**config.mk**
```make
export PLATFORM = sky130hd
export DESIGN_NAME = rs_top
export DESIGN_NICKNAME = d
export VERILOG_FILES = /design/src/rs_pkg.sv /design/src/rs_reg_trk.sv /design/src/rs_entry.sv /design/src/rs_picker.sv /design/src/rs_exec_alu.sv /design/src/rs_top.sv
export SDC_FILE = /design/constraint.sdc
export NUM_CORES = 1
export LEC_CHECK = 0
export BUFFER_PORTS_ARGS = -buffer_cell sky130_fd_sc_hd__buf_2
export CAP_MARGIN = 20
export CORE_AREA = 8 8 205 305
export CTS_CLUSTER_DIAMETER = 120
export CTS_CLUSTER_SIZE = 16
export DETAILED_ROUTE_END_ITERATION = 10
export DIE_AREA = 0 0 213 313
export PLACE_DENSITY = 0.71
export SETUP_SLACK_MARGIN = 0.05
export SYNTH_ARGS = -nofsm -noshare
export SYNTH_HDL_FRONTEND = slang
export SYNTH_SLANG_ARGS = --single-unit
```
**constraint.sdc**
```tcl
create_clock -name clk -period 8.3 [get_ports clk]
set_input_delay 0.83 -clock clk [delete_from_list [all_inputs] [get_ports clk]]
set_output_delay 0.83 -clock clk [all_outputs]
set_load 0.02 [all_outputs]
```
**src/rs_pkg.sv**
```systemverilog
package rs_pkg;

    // Widths shared by every block of the issue subsystem
    localparam int rob_id_w = 6;
    localparam int data_w   = 32;

    typedef logic [rob_id_w-1:0] t_robid;
    typedef logic [data_w-1:0]   t_data;

    // ALU operations carried by a micro-op
    typedef enum logic [2:0] {
        ADD = 3'd0,
        SUB = 3'd1,
        AND = 3'd2,
        OR  = 3'd3,
        XOR = 3'd4,
        SLL = 3'd5,
        SRL = 3'd6
    } t_opcode;

    // One source as it arrives with dispatch
    // value only means something when from_rob is low
    typedef struct packed {
        logic   from_rob;
        t_robid robid;
        t_data  value;
    } t_src_disp;

    // Micro-op at dispatch
    typedef struct packed {
        t_opcode   opcode;
        t_robid    robid;
        t_src_disp src1;
        t_src_disp src2;
    } t_uinstr_disp;

    // Result broadcast, valid only, never stalled
    typedef struct packed {
        logic   valid;
        t_robid robid;
        t_data  data;
    } t_rob_result;

    // Micro-op leaving an entry with both operands resolved
    typedef struct packed {
        t_opcode opcode;
        t_robid  robid;
        t_data   src1_val;
        t_data   src2_val;
    } t_uinstr_iss;

    // Reservation station entry state
    typedef enum logic {
        IDLE,
        VALID
    } t_rs_ent_fsm;

endpackage

```
**src/rs_reg_trk.sv**
```systemverilog
`timescale 1ns/1ps

module rs_reg_trk (
    input  logic                clk,
    input  logic                reset,

    input  logic                alloc,
    input  rs_pkg::t_src_disp   alloc_src,

    input  rs_pkg::t_rob_result ext_result,
    input  rs_pkg::t_rob_result alu_result,

    output logic                ready,
    output rs_pkg::t_data       src_data
);

    logic           pending;
    rs_pkg::t_robid wait_robid;
    rs_pkg::t_data  value;

    rs_pkg::t_robid match_robid;
    logic           watching;
    logic           ext_hit;
    logic           alu_hit;

    // On allocation compare against the incoming source for bypass
    assign match_robid = alloc ? alloc_src.robid : wait_robid;
    assign watching    = alloc ? alloc_src.from_rob : pending;

    assign ext_hit = watching && ext_result.valid && (ext_result.robid == match_robid);
    assign alu_hit = watching && alu_result.valid && (alu_result.robid == match_robid);

    always_ff @(posedge clk) begin
        if (reset) begin
            pending <= 1'b0;
        end else if (alloc) begin
            pending <= alloc_src.from_rob && !ext_hit && !alu_hit;
        end else if (ext_hit || alu_hit) begin
            pending <= 1'b0;
        end
    end

    // Operand payload
    always_ff @(posedge clk) begin
        if (alloc) begin
            wait_robid <= alloc_src.robid;
        end
        if (ext_hit) begin
            value <= ext_result.data;
        end else if (alu_hit) begin
            value <= alu_result.data;
        end else if (alloc) begin
            value <= alloc_src.value;
        end
    end

    assign ready    = !pending;
    assign src_data = value;

    // Producer ids are unique across both result buses
    a_single_bus_hit: assert property (@(posedge clk) disable iff (reset)
        ext_hit |-> !alu_hit)
        else $error("rs_reg_trk: both result buses match robid %0d", match_robid);

endmodule

```
**src/rs_entry.sv**
```systemverilog
`timescale 1ns/1ps

module rs_entry (
    input  logic                 clk,
    input  logic                 reset,

    input  logic                 alloc,
    input  rs_pkg::t_uinstr_disp alloc_uinstr,

    input  rs_pkg::t_rob_result  ext_result,
    input  rs_pkg::t_rob_result  alu_result,

    output logic                 valid,
    output logic                 req_issue,
    output rs_pkg::t_uinstr_iss  issue_pkt,
    input  logic                 gnt_issue
);

    localparam int src1_idx    = 0;
    localparam int src2_idx    = 1;
    localparam int num_sources = 2;

    rs_pkg::t_rs_ent_fsm fsm;
    rs_pkg::t_rs_ent_fsm fsm_nxt;

    rs_pkg::t_opcode     opcode;
    rs_pkg::t_robid      robid;

    rs_pkg::t_src_disp       alloc_srcs [num_sources];
    logic [num_sources-1:0]  src_ready;
    rs_pkg::t_data           src_data   [num_sources];

    // Entry lifetime
    always_comb begin
        fsm_nxt = fsm;
        unique case (fsm)
            rs_pkg::IDLE: begin
                if (alloc) begin
                    fsm_nxt = rs_pkg::VALID;
                end
            end
            rs_pkg::VALID: begin
                // Only a grant frees an entry for now
                if (gnt_issue) begin
                    fsm_nxt = rs_pkg::IDLE;
                end
            end
        endcase
    end

    always_ff @(posedge clk) begin
        if (reset) begin
            fsm <= rs_pkg::IDLE;
        end else begin
            fsm <= fsm_nxt;
        end
    end

    assign valid = (fsm == rs_pkg::VALID);

    // Static part of the micro-op
    always_ff @(posedge clk) begin
        if (alloc) begin
            opcode <= alloc_uinstr.opcode;
            robid  <= alloc_uinstr.robid;
        end
    end

    assign alloc_srcs[src1_idx] = alloc_uinstr.src1;
    assign alloc_srcs[src2_idx] = alloc_uinstr.src2;

    for (genvar srcx = 0; srcx < num_sources; srcx++) begin : g_src_trk
        rs_reg_trk rs_reg_trk_inst (
            .clk        (clk),
            .reset      (reset),
            .alloc      (alloc),
            .alloc_src  (alloc_srcs[srcx]),
            .ext_result (ext_result),
            .alu_result (alu_result),
            .ready      (src_ready[srcx]),
            .src_data   (src_data[srcx])
        );
    end

    assign req_issue = valid && (&src_ready);

    always_comb begin
        issue_pkt.opcode   = opcode;
        issue_pkt.robid    = robid;
        issue_pkt.src1_val = src_data[src1_idx];
        issue_pkt.src2_val = src_data[src2_idx];
    end

    // Picker must only fill free entries
    a_alloc_idle: assert property (@(posedge clk) disable iff (reset)
        alloc |-> (fsm == rs_pkg::IDLE))
        else $error("rs_entry: allocation into a busy entry");

    // Grant without a request would issue stale operands
    a_gnt_req: assert property (@(posedge clk) disable iff (reset)
        gnt_issue |-> req_issue)
        else $error("rs_entry: grant without issue request");

endmodule

```
**src/rs_picker.sv**
```systemverilog
`timescale 1ns/1ps

module rs_picker #(
    parameter int num_entries = 4
) (
    input  logic                    clk,
    input  logic                    reset,

    input  logic [num_entries-1:0]  entry_valid,
    input  logic [num_entries-1:0]  req_issue,
    input  rs_pkg::t_uinstr_iss     issue_pkts [num_entries],

    input  logic                    disp_valid,
    output logic                    disp_ready,
    output logic [num_entries-1:0]  alloc_onehot,

    output logic [num_entries-1:0]  gnt_issue,
    output logic                    iss_valid,
    output rs_pkg::t_uinstr_iss     iss_pkt
);

    logic [num_entries-1:0] free_vec;
    logic [num_entries-1:0] free_first;
    logic                   disp_fire;

    // Allocation side
    assign free_vec = ~entry_valid;

    // Isolate the lowest set bit
    assign free_first = free_vec & (~free_vec + 1'b1);

    assign disp_ready = |free_vec;
    assign disp_fire  = disp_valid && disp_ready;

    assign alloc_onehot = disp_fire ? free_first : '0;

    // Issue side, fixed priority toward entry 0
    assign gnt_issue = req_issue & (~req_issue + 1'b1);
    assign iss_valid = |req_issue;

    always_comb begin
        iss_pkt = '0;
        for (int i = 0; i < num_entries; i++) begin
            if (gnt_issue[i]) begin
                iss_pkt = issue_pkts[i];
            end
        end
    end

    a_gnt_onehot: assert property (@(posedge clk) disable iff (reset)
        $onehot0(gnt_issue))
        else $error("rs_picker: more than one issue grant");

    a_alloc_onehot: assert property (@(posedge clk) disable iff (reset)
        $onehot0(alloc_onehot))
        else $error("rs_picker: more than one entry allocated");

endmodule

```
**src/rs_exec_alu.sv**
```systemverilog
`timescale 1ns/1ps

module rs_exec_alu (
    input  logic                clk,
    input  logic                reset,

    input  logic                iss_valid,
    input  rs_pkg::t_uinstr_iss iss_pkt,

    output rs_pkg::t_rob_result alu_result
);

    rs_pkg::t_data  result_ex0;
    logic [4:0]     shamt;

    logic           res_valid;
    rs_pkg::t_robid res_robid;
    rs_pkg::t_data  res_data;

    assign shamt = iss_pkt.src2_val[4:0];

    always_comb begin
        unique case (iss_pkt.opcode)
            rs_pkg::ADD: begin
                result_ex0 = iss_pkt.src1_val + iss_pkt.src2_val;
            end
            rs_pkg::SUB: begin
                result_ex0 = iss_pkt.src1_val - iss_pkt.src2_val;
            end
            rs_pkg::AND: begin
                result_ex0 = iss_pkt.src1_val & iss_pkt.src2_val;
            end
            rs_pkg::OR: begin
                result_ex0 = iss_pkt.src1_val | iss_pkt.src2_val;
            end
            rs_pkg::XOR: begin
                result_ex0 = iss_pkt.src1_val ^ iss_pkt.src2_val;
            end
            rs_pkg::SLL: begin
                result_ex0 = iss_pkt.src1_val << shamt;
            end
            rs_pkg::SRL: begin
                result_ex0 = iss_pkt.src1_val >> shamt;
            end
            default: begin
                result_ex0 = '0;
            end
        endcase
    end

    always_ff @(posedge clk) begin
        if (reset) begin
            res_valid <= 1'b0;
        end else begin
            res_valid <= iss_valid;
        end
    end

    // Result payload
    always_ff @(posedge clk) begin
        if (iss_valid) begin
            res_robid <= iss_pkt.robid;
            res_data  <= result_ex0;
        end
    end

    assign alu_result = '{valid: res_valid, robid: res_robid, data: res_data};

    a_legal_opcode: assert property (@(posedge clk) disable iff (reset)
        iss_valid |-> (iss_pkt.opcode inside {rs_pkg::ADD, rs_pkg::SUB, rs_pkg::AND,
            rs_pkg::OR, rs_pkg::XOR, rs_pkg::SLL, rs_pkg::SRL}))
        else $error("rs_exec_alu: illegal opcode %0d", iss_pkt.opcode);

endmodule

```
**src/rs_top.sv**
```systemverilog
`timescale 1ns/1ps

module rs_top #(
    parameter int num_entries = 4
) (
    input  logic                 clk,
    input  logic                 reset,

    input  logic                 disp_valid,
    input  rs_pkg::t_uinstr_disp disp_uinstr,
    output logic                 disp_ready,

    input  rs_pkg::t_rob_result  ext_result,
    output rs_pkg::t_rob_result  result_out
);

    logic [num_entries-1:0] entry_valid;
    logic [num_entries-1:0] alloc_onehot;
    logic [num_entries-1:0] req_issue;
    logic [num_entries-1:0] gnt_issue;
    rs_pkg::t_uinstr_iss    issue_pkts [num_entries];

    logic                   iss_valid;
    rs_pkg::t_uinstr_iss    iss_pkt;

    // ALU result wakes up local entries and leaves the subsystem
    rs_pkg::t_rob_result    alu_result;

    rs_picker #(
        .num_entries (num_entries)
    ) rs_picker_inst (
        .clk          (clk),
        .reset        (reset),
        .entry_valid  (entry_valid),
        .req_issue    (req_issue),
        .issue_pkts   (issue_pkts),
        .disp_valid   (disp_valid),
        .disp_ready   (disp_ready),
        .alloc_onehot (alloc_onehot),
        .gnt_issue    (gnt_issue),
        .iss_valid    (iss_valid),
        .iss_pkt      (iss_pkt)
    );

    for (genvar e = 0; e < num_entries; e++) begin : g_entry
        rs_entry rs_entry_inst (
            .clk          (clk),
            .reset        (reset),
            .alloc        (alloc_onehot[e]),
            .alloc_uinstr (disp_uinstr),
            .ext_result   (ext_result),
            .alu_result   (alu_result),
            .valid        (entry_valid[e]),
            .req_issue    (req_issue[e]),
            .issue_pkt    (issue_pkts[e]),
            .gnt_issue    (gnt_issue[e])
        );
    end

    rs_exec_alu rs_exec_alu_inst (
        .clk        (clk),
        .reset      (reset),
        .iss_valid  (iss_valid),
        .iss_pkt    (iss_pkt),
        .alu_result (alu_result)
    );

    assign result_out = alu_result;

endmodule

```
Word level (Yosys, flattened, before mapping)
Index checks and enable logic that the tools add are counted.
{"block": "totals", "ff_bits": 391, "inputBits": 129, "word_cells": 261}
{"block": "op_classes", "n_addsub": 4, "n_eq_ne": 22, "n_shift": 2, "muxes": 74, "n_bitwise": 12, "reduce_logical": 108}
{"cell": "32-bit two-way mux", "count": 24}
{"cell": "73-bit two-way mux", "count": 4}
{"cell": "32-bit one-hot mux with 7 select lines", "count": 1}
{"cell": "6-bit equality test", "count": 16}
{"cell": "1-bit logical AND", "count": 53}
{"cell": "6-bit two-way mux", "count": 8}
{"cell": "32-bit adder", "count": 1}
{"cell": "32-bit bitwise AND", "count": 1}
{"cell": "1-bit two-way mux", "count": 32}
{"cell": "32-bit bitwise OR", "count": 1}
{"cell": "32-bit by 5-bit left shift with 32-bit output", "count": 1}
{"cell": "32-bit by 5-bit right shift with 32-bit output", "count": 1}
{"cell": "32-bit subtractor", "count": 1}
{"cell": "32-bit bitwise XOR", "count": 1}
{"cell": "1-bit zero test", "count": 24}
{"cell": "3-bit nonzero test", "count": 8}
{"cell": "2-bit nonzero test", "count": 8}
{"cell": "4-bit inverter", "count": 3}
{"cell": "3-bit equality test, second input constant", "count": 3}
{"cell": "4-bit by 1-bit adder with 4-bit output, second input constant", "count": 2}
{"cell": "4-bit bitwise AND", "count": 2}
{"cell": "1-bit logical OR", "count": 8}
{"cell": "1-bit one-hot mux with 2 select lines", "count": 4}
{"cell": "2-bit AND reduction", "count": 4}
{"cell": "6 further kinds", "count": 11}

Longest topological paths before layout
Gate-level depths: netlist (run 1).
{"block": "logic_depth", "word_depth": 12, "depth_mapped": 26, "ltp_nobuf": 22}

By module
From an unflattened synthesis (run 1), not the netlist that was laid out.
{"block": "hier_totals", "hier_cells": 3460, "area_unflattened_um2": 30061.3}
{"mod": "rs_reg_trk", "instances": 8, "cells_per_inst": 231, "area_each_um2": 2200.9}
{"mod": "rs_exec_alu", "instances": 1, "cells_per_inst": 1130, "area_each_um2": 8767.2}
{"mod": "rs_picker", "instances": 1, "cells_per_inst": 426, "area_each_um2": 2411.1}
{"mod": "rs_entry", "instances": 4, "cells_per_inst": 14, "area_each_um2": 319.1}

Worst setup path after synthesis (run 1)
Ideal clock, no wire load.
{"block": "synth_timing", "kind": "flip-flop to flip-flop", "start": "register g_entry[2].rs_entry_inst.fsm", "end": "register rs_exec_alu_inst.res_data[28] (data pin)", "setup_ns": 0.261, "arrival_ns": 5.814, "required_ns": 8.039, "path_slack_ns": 2.225, "path_stages_with_launch": 27, "n_path_buf": 7, "synth_period_minus_slack_ns": 6.075, "path_cell_list": "dfxtp_1 buf_4 or3b_1 buf_2 and4_4 buf_6 a21oi_1 buf_2 buf_1 clkbuf_1 ha_1 and3_1 nand4_1 or4_4 o21ai_0 xnor2_1 ha_1 clkbuf_1 a21o_1 a21oi_1 o21ai_0 a221oi_1 a21oi_1 nand2b_1 mux2i_1 o21ai_0 a221o_1"}
{"block": "synth_via", "elab_chain_cells": 8}
{"item": "from (decl)", "line_no": "rs_entry.sv:23", "rtl": "rs_pkg::t_rs_ent_fsm fsm;"}
{"item": "from (signal assigned)", "line_no": "rs_entry.sv:53", "rtl": "fsm <= rs_pkg::IDLE;"}
{"item": "from (signal assigned)", "line_no": "rs_entry.sv:55", "rtl": "fsm <= fsm_nxt;"}
{"item": "1-bit logical AND (*)", "line_no": "rs_entry.sv:85", "rtl": "assign req_issue = valid && (&src_ready);"}
{"item": "4-bit inverter", "line_no": "rs_picker.sv:38", "rtl": "assign gnt_issue = req_issue & (~req_issue + 1'b1);"}
{"item": "4-bit by 1-bit adder with 4-bit output", "line_no": "rs_picker.sv:38"}
{"item": "4-bit bitwise AND (*)", "line_no": "rs_picker.sv:38"}
{"item": "73-bit two-way mux", "line_no": "rs_picker.sv:44", "rtl": "if (gnt_issue[i]) begin"}
{"item": "73-bit two-way mux (*)", "line_no": "rs_picker.sv:44"}
{"item": "32-bit subtractor (tied with other cells)", "line_no": "rs_exec_alu.sv:28", "rtl": "result_ex0 = iss_pkt.src1_val - iss_pkt.src2_val;"}
{"item": "32-bit one-hot mux with 7 select lines (*)", "line_no": "rs_exec_alu.sv:23", "rtl": "unique case (iss_pkt.opcode)"}
{"item": "via rs_exec_alu_inst.result_ex0[28]", "line_no": "rs_exec_alu.sv:13", "rtl": "rs_pkg::t_data result_ex0;"}
{"item": "to (signal assigned)", "line_no": "rs_exec_alu.sv:63", "rtl": "res_data <= result_ex0;"}
{"item": "to (decl)", "line_no": "rs_exec_alu.sv:18", "rtl": "rs_pkg::t_data res_data;"}
Mark *: on every way through the listed nets, which the timed path passes. The rest lies on a longest branch.
A chain may end at the register's enable or synchronous reset.

Worst setup path after layout (run 1)
{"block": "layout_timing", "start": "register g_entry[0].rs_entry_inst.fsm", "end": "register rs_exec_alu_inst.res_data[31] (data pin)"}
{"block": "layout_via", "elab_chain_cells": 10}
{"item": "from (decl)", "line_no": "rs_entry.sv:23"}
{"item": "from (signal assigned)", "line_no": "rs_entry.sv:53"}
{"item": "from (signal assigned)", "line_no": "rs_entry.sv:55"}
{"item": "1-bit logical AND (*)", "line_no": "rs_entry.sv:85"}
{"item": "4-bit inverter", "line_no": "rs_picker.sv:38"}
{"item": "4-bit by 1-bit adder with 4-bit output", "line_no": "rs_picker.sv:38"}
{"item": "4-bit bitwise AND (*)", "line_no": "rs_picker.sv:38"}
{"item": "73-bit two-way mux (3 in series)", "line_no": "rs_picker.sv:44"}
{"item": "73-bit two-way mux (*)", "line_no": "rs_picker.sv:44"}
{"item": "32-bit subtractor (tied with other cells)", "line_no": "rs_exec_alu.sv:28"}
{"item": "32-bit one-hot mux with 7 select lines (*)", "line_no": "rs_exec_alu.sv:23"}
{"item": "via rs_exec_alu_inst.result_ex0[31]", "line_no": "rs_exec_alu.sv:13"}
Marks and branches as above.

==> results.cfg, run 1 <==
[synth]
synth_top_area_share = 0.344
synth_nets = 3357
yosysWarnings = 0
netlist_instances = 3130
synth_most_common_cell = mux2i_1
syn_area_mm2 = 0.0288
yosys_most_used_dff = edfxtp_1
netlist_top_cells_count = mux2i_1 (390), nor2_1 (380), edfxtp_1 (330)
synthTopCellsByArea = edfxtp_1 (34%), mux2i_1 (14%), a21oi_1 (5.4%), nor2_1 (5.0%), dfxtp_1 (4.2%)
ys_ff_latch = 391
synth_edf_count = 330
synth_cell_types = 89
synth_top_area_cell = edfxtp_1
ys_seq_area_frac = 0.387
synth_async_sr_flop_share = 0
syn_avg_cell_area_um2 = 9.19

[clocking]
cts.sinks = 391
cts_tree = done
clk_pin_slew_worst_paths_ps = 90
cts_resized = 0
htreeDepth = 1
clock_latency_ps = 630
cts_root_buf = clkbuf_16
cts_buffer_depth = 3
numCtsBuffers = 29
cts_hold_buffers = 0
cts_setup_buffers = 0

[die]
fp-row-count = 109
start_util = 0.494
fp.dieArea_mm2 = 0.0667
core_area_mm2 = 0.0582
die_w_um = 213
top_level_ports = 169
die_h_um = 313

[power_and_ir_drop]
switching_share = 0.386
p_comb_frac = 0.346
vdd_ir_drop_max_mv = 0.196
pwr-share-seq = 0.414
internal_power_mw = 3.71
power_density_mw_per_mm2 = 196
p_switching_mw = 2.34
p_leak_nw = 13.3
p_clk_frac = 0.240

[worst_setup_path]
cp_cell_sequence = or3b_2 -> and4_4 -> a21oi_2 -> buf_4 -> inv_2 -> buf_4 -> a2111o_1 -> nor4_1 -> nor2_1 -> xnor2_1 -> ha_1 -> and3_1 -> o211ai_1 -> o2111ai_1 -> a221oi_1 -> a311o_1 -> a31oi_1 -> a31o_2 -> a21oi_1 -> xnor2_1 -> o211ai_2
worstSetupStartpointType = register
cp-end-kind = register
worst_ep_required_time_ps = 8670
critPathLaunch = g_entry[0].rs_entry_inst.valid
slowest_delay_ps = 960
r2r_cells = 21
critPathMaxFanout = 31
criticalPathCategory = reg2reg
cpMaxStageDelayCell = a221oi_1
rr_startpoint = g_entry[0].rs_entry_inst.valid
worstSetupEndpoint = rs_exec_alu_inst.res_data[31]
reg2reg_to = rs_exec_alu_inst.res_data[31]
reg2reg_slack_ps = 1270
crit_arrival_ps = 7400

[timing]
setup_viol = 0
rsz0062_at_grt = no
post-route-period-util = 0.847
tightest_slew_ps = 1220
period_minus_slack_ps = 7030
drv_slew = 0
setup_tns_ps = 0
hold_violations = 0
worst_slack_ps = 1270
fmax_mhz = 142
finClkSkew_ps = 28.7
relSlewSlack = 0.187

[grt]
grt_first_pass_wirelength_mm = 167
antenna_found_initial = 13
grt_start_max_net_pins = 67
grt_pass1_vias = 25300
grtUsageTotal = 0.335
grt_overflow = 0

[drt]
drt_pass1_iterations = 6
ant_nets = 0
drc = 0
drt_iter0_drc = 3109
via_per_inst = 6.65
vias = 26000
routed_wl_mm = 115
wl_per_cell_um = 29.5

[place]
dp_hpwl_mm = 80.0
portBuffers = 168
gp_congestion = 1.01
post-place-ws_ps = 1380

[flow_run]
drv_cap = 0

[cells_and_area]
area_growth_pct = 7.34
multiInputGateArea_mm2 = 0.0160
ff_latch_area_mm2 = 0.0111
drive_gt1_frac = 0.121
finalNetCount = 3328
n_fill_cell = 5299

[min_path]
hp-class = in2reg

[outcome]
status = complete, no violations
[worst min-delay path by stage]
stage	from	endpoint	slack, ps	cells past startpoint
CTS	disp_uinstr[79]	g_entry[0].rs_entry_inst.robid[1]	420	1
global route	disp_uinstr[82]	g_entry[1].rs_entry_inst.robid[4]	430	1
global placement	register	register	490	2
finish	disp_uinstr[83]	g_entry[0].rs_entry_inst.robid[5]	430	1
detailed placement	register	register	500	2
floorplan	register	register	480	2
[sequential cells by signal, summed over array words and instances (netlist names)]
register	count
rs_exec_alu_inst.res_valid	1
g_entry.rs_entry_inst.opcode	12
g_entry.rs_entry_inst.valid	4
rs_exec_alu_inst.res_data	32
g_entry.rs_entry_inst.robid	24
g_entry.rs_entry_inst.g_src_trk.rs_reg_trk_inst.pending	8
g_entry.rs_entry_inst.g_src_trk.rs_reg_trk_inst.src_data	256
g_entry.rs_entry_inst.g_src_trk.rs_reg_trk_inst.wait_robid	48
rs_exec_alu_inst.res_robid	6
[cell type report]
type	count	share of cell area
Tap cell	777	0.0315
Timing Repair Buffer	241	0.0458
Antenna cell	8	0.000648
Clock buffer	51	0.0272
Sequential cell	391	0.360
Multi-Input combinational cell	2312	0.518
Inverter	126	0.0153
Clock inverter	3	0.00146
[critical path: cells and delay by family (launching register included)]
family	cells	cell delay (ps)
compound gates	10	3230
fa+ha+maj	1	350
flops	1	470
buf+inv	3	650
simple gates	5	1680
xor+xnor	2	330
[cell families after synthesis]
group / after synthesis / share of synthesized area
xor gates and xnor gates: 145 / 0.0441
adders and majority gates: 98 / 0.0429
AOI/OAI and AO/OA: 811 / 0.182
muxes: 404 / 0.141
buffers and inverters: 427 / 0.0626
DFF: 391 / 0.387
and+or+nand+nor: 854 / 0.141
[power by group through the flow]
| stage | Combinational, mW | Clock, mW | Sequential [mW] |
|---|---|---|---|
| CTS | 2.03 | 1.45 | 2.50 |
| detailed placement | 2.03 | 0 | 2.54 |
| floorplan | 1.38 | 0 | 2.44 |
| global route | 2.21 | 1.51 | 2.52 |
| finish | 2.09 | 1.45 | 2.51 |
| global placement | 2.00 | 0 | 2.53 |
[routing by layer]
metal / global-route usage / share of wire / vias up / routed length, µm
li1: - / - / 11400 / -
met1: 0.397 / 0.35 / 12500 / 40600
met2: 0.546 / 0.47 / 1681 / 54700
met3: 0.0591 / 0.096 / 446 / 11100
met4: 0.227 / 0.075 / 12 / 8690
met5: 0 / 0.00069 / - / 80
[per-stage QoR]
step	utilization	power [mW]	hold slack, ps	std cells	instance area (µm²)
global route	0.530	6.24	430	3906	30900
floorplan	-	3.82	477	3130	28800
detailed placement	0.515	4.57	504	3847	30000
finish	0.530	6.05	426	3909	30900
CTS	0.530	5.98	417	3901	30900
global placement	0.515	4.53	493	3846	30000
[layout by cell type, fill, tap and decap left out, drive strengths merged, types with 16 or more instances in the layout]
| cell | synthesis | layout |
|---|---|---|
| a221oi | 24 | 24 |
| dfxtp | 61 | 61 |
| ha | 97 | 97 |
| o211ai | 23 | 23 |
| xor2 | 71 | 71 |
| nand3 | 70 | 70 |
| a311oi | 35 | 35 |
| edfxtp | 330 | 330 |
| mux2i | 390 | 390 |
| a22oi | 50 | 50 |
| clkbuf | 153 | 51 |
| inv | 126 | 128 |
| xnor2 | 74 | 74 |
| a211oi | 19 | 19 |
| nor2b | 16 | 16 |
| nor4bb | 48 | 48 |
| buf | 148 | 241 |
| o22ai | 31 | 31 |
| nor2 | 381 | 381 |
| nand4 | 17 | 17 |
| nand2 | 212 | 212 |
| a2bb2oi | 16 | 16 |
| nor3 | 25 | 25 |
| a21oi | 316 | 316 |
| o21ai | 160 | 160 |
| a31oi | 26 | 26 |
Note: power is estimated with default switching activity, not from simulation.
==> run 2: changes to the inputs <==
--- a/config.mk
+++ b/config.mk
@@ -12,7 +12,7 @@
 export CTS_CLUSTER_SIZE = 16
 export DETAILED_ROUTE_END_ITERATION = 10
 export DIE_AREA = 0 0 213 313
-export PLACE_DENSITY = 0.71
+export PLACE_DENSITY = 0.74
 export SETUP_SLACK_MARGIN = 0.05
 export SYNTH_ARGS = -nofsm -noshare
 export SYNTH_HDL_FRONTEND = slang
==> constraint.sdc (replaced) <==
create_clock -name clk -period 6.4 [get_ports clk]
set_input_delay 0.64 -clock clk [delete_from_list [all_inputs] [get_ports clk]]
set_output_delay 0.64 -clock clk [all_outputs]
set_load 0.02 [all_outputs]
==> run 2 against run 1 <==
Against the previous run:
- clock skew rose by 19 ps
- critical path type unchanged
- clock-buffer cell count fell by 2
- largest cell class unchanged
- utilization rose by 0.37 points
- global-route usage fell by 1.1 points
==> results.cfg, run 2 (same netlist as run 1, synthesis figures left out) <==
[grt]
grt_pass1_vias = 25000
grtUsageTotal = 0.324
grt_start_max_net_pins = 76
grt_overflow = 0
grt_first_pass_wirelength_mm = 163
antenna_found_initial = 7

[drt]
drt_pass1_iterations = 9
drc = 0
ant_nets = 0
via_per_inst = 6.56
wl_per_cell_um = 28.3
routed_wl_mm = 112
drt_iter0_drc = 3237
vias = 25800

[die]
fp.dieArea_mm2 = 0.0667
die_w_um = 213
top_level_ports = 169
start_util = 0.494
die_h_um = 313
fp-row-count = 109
core_area_mm2 = 0.0582

[clocking]
cts_root_buf = clkbuf_16
cts_hold_buffers = 0
cts_buffer_depth = 3
numCtsBuffers = 28
cts.sinks = 391
clk_pin_slew_worst_paths_ps = 90
cts_tree = done
htreeDepth = 1
clock_latency_ps = 630

[place]
dp_hpwl_mm = 78.5
placed_area_mm2 = 0.0303
gp_congestion = 1.05
portBuffers = 168

[cells_and_area]
postLayoutCellArea_mm2 = 0.0311
drive_gt1_frac = 0.132
largest_reg_flops = 256
layout_commonest_cell = mux2i_1
mostFrequentLayoutCells = mux2i_1 (390), nor2_1 (380), edfxtp_1 (330)
area_growth_pct = 8.09
ff_latch_area_mm2 = 0.0111
final_util = 0.534
multiInputGateArea_mm2 = 0.0160
n_fill_cell = 5359
finalNetCount = 3365

[worst_setup_path]
worst_ep_required_time_ps = 6740
worstSetupStartpointType = register
critPathMaxFanout = 20
r2r_cells = 20
reg2reg_to = rs_exec_alu_inst.res_data[31]
cp-end-kind = register
reg2reg_slack_ps = 400
worstSetupEndpoint = rs_exec_alu_inst.res_data[31]
criticalPathCategory = reg2reg
crit_arrival_ps = 6340
critPathLaunch = g_entry[0].rs_entry_inst.valid
rr_startpoint = g_entry[0].rs_entry_inst.valid

[timing]
drv_slew = 0
fin_hold_ws_ps = 243
tightest_slew_ps = 1170
setup_tns_ps = 0
rsz0062_at_grt = no
post-route-period-util = 0.937
period_minus_slack_ps = 6000
setup_viol = 0
relSlewSlack = 0.222
hold_violations = 0
finClkSkew_ps = 47.8
fmax_mhz = 167

[power_and_ir_drop]
vdd_ir_drop_max_mv = 0.242
p_comb_frac = 0.353
power_density_mw_per_mm2 = 249
p_total_mw = 7.74
internal_power_mw = 4.78
p_leak_nw = 13.5
p_switching_mw = 2.97
switching_share = 0.383
pwr-share-seq = 0.419
p_clk_frac = 0.229

[min_path]
min-delay-start = disp_uinstr[82]
hp-class = in2reg

[flow_run]
drv_cap = 0

[outcome]
status = complete, no violations
## run 2: cell count changes in the layout (fill, tap and decap cells not counted), sizes merged
cell,change
buf,+37
diode,-4
clkbuf,-2
clkinv,+2
inv,-2
nor3b,+1
## run 2: repair_timing
action / CTS / global route
gates resized for setup: 0 / 2
endpoints found under the setup margin: 0 / 3
endpoints found under the hold margin: 0 / 0
buffers inserted: 0 / 0
## run 2: per-layer routing
metal | share of wire | up-vias | track usage | routed length, µm
li1 | - | 11400 | - | -
met1 | 0.36 | 12300 | 0.393 | 40100
met2 | 0.47 | 1707 | 0.528 | 52400
met3 | 0.10 | 429 | 0.0590 | 11300
met4 | 0.070 | 6 | 0.199 | 7860
met5 | 0.00034 | - | 0 | 38
## run 2: metrics by stage
| step | setup WS (ps) | cells |
|---|---|---|
| floorplan | 325 | 3130 |
| global placement | 407 | 3884 |
| detailed placement | 360 | 3884 |
| CTS | 318 | 3936 |
| global route | 144 | 3938 |
| finish | 404 | 3941 |
## run 2: area by class of cell
type | instances | share of cell area
Clock buffer | 49 | 0.0251
Multi-Input combinational cell | 2313 | 0.515
Tap cell | 777 | 0.0313
Antenna cell | 4 | 0.000322
Timing Repair Buffer | 278 | 0.0540
Inverter | 126 | 0.0152
Clock inverter | 3 | 0.000965
Sequential cell | 391 | 0.358
## run 2: how the worst min path moves through the flow
stage | endpoint | slack, ps | cells past startpoint
finish | g_entry[1].rs_entry_inst.robid[4] | 240 | 1
global route | g_entry[0].rs_entry_inst.robid[4] | 240 | 1
CTS | g_entry[1].rs_entry_inst.robid[4] | 220 | 1
detailed placement | register | 500 | 2
global placement | register | 490 | 2
floorplan | register | 480 | 2
## run 2: critical path: stages, from the launching register on
cell	delay (ps)
dfxtp_1	500
or3b_4	580
and4_4	340
buf_4	280
a221oi_4	280
inv_2	130
o41a_1	550
a21oi_2	310
a31oi_1	150
xnor2_1	140
ha_1	370
and3_1	250
a221o_1	340
o21ai_0	250
o2bb2ai_1	170
a311o_1	210
a31oi_1	180
a31o_2	270
a21oi_1	170
xnor2_1	160
o211ai_2	90
## run 2: power groups by stage
| stage | sequential [mW] | clock [mW] | combinational, mW |
|---|---|---|---|
| floorplan | 3.16 | 0 | 1.79 |
| CTS | 3.23 | 1.78 | 2.64 |
| global placement | 3.28 | 0 | 2.63 |
| detailed placement | 3.28 | 0 | 2.64 |
| finish | 3.24 | 1.77 | 2.73 |
| global route | 3.25 | 1.85 | 2.89 |
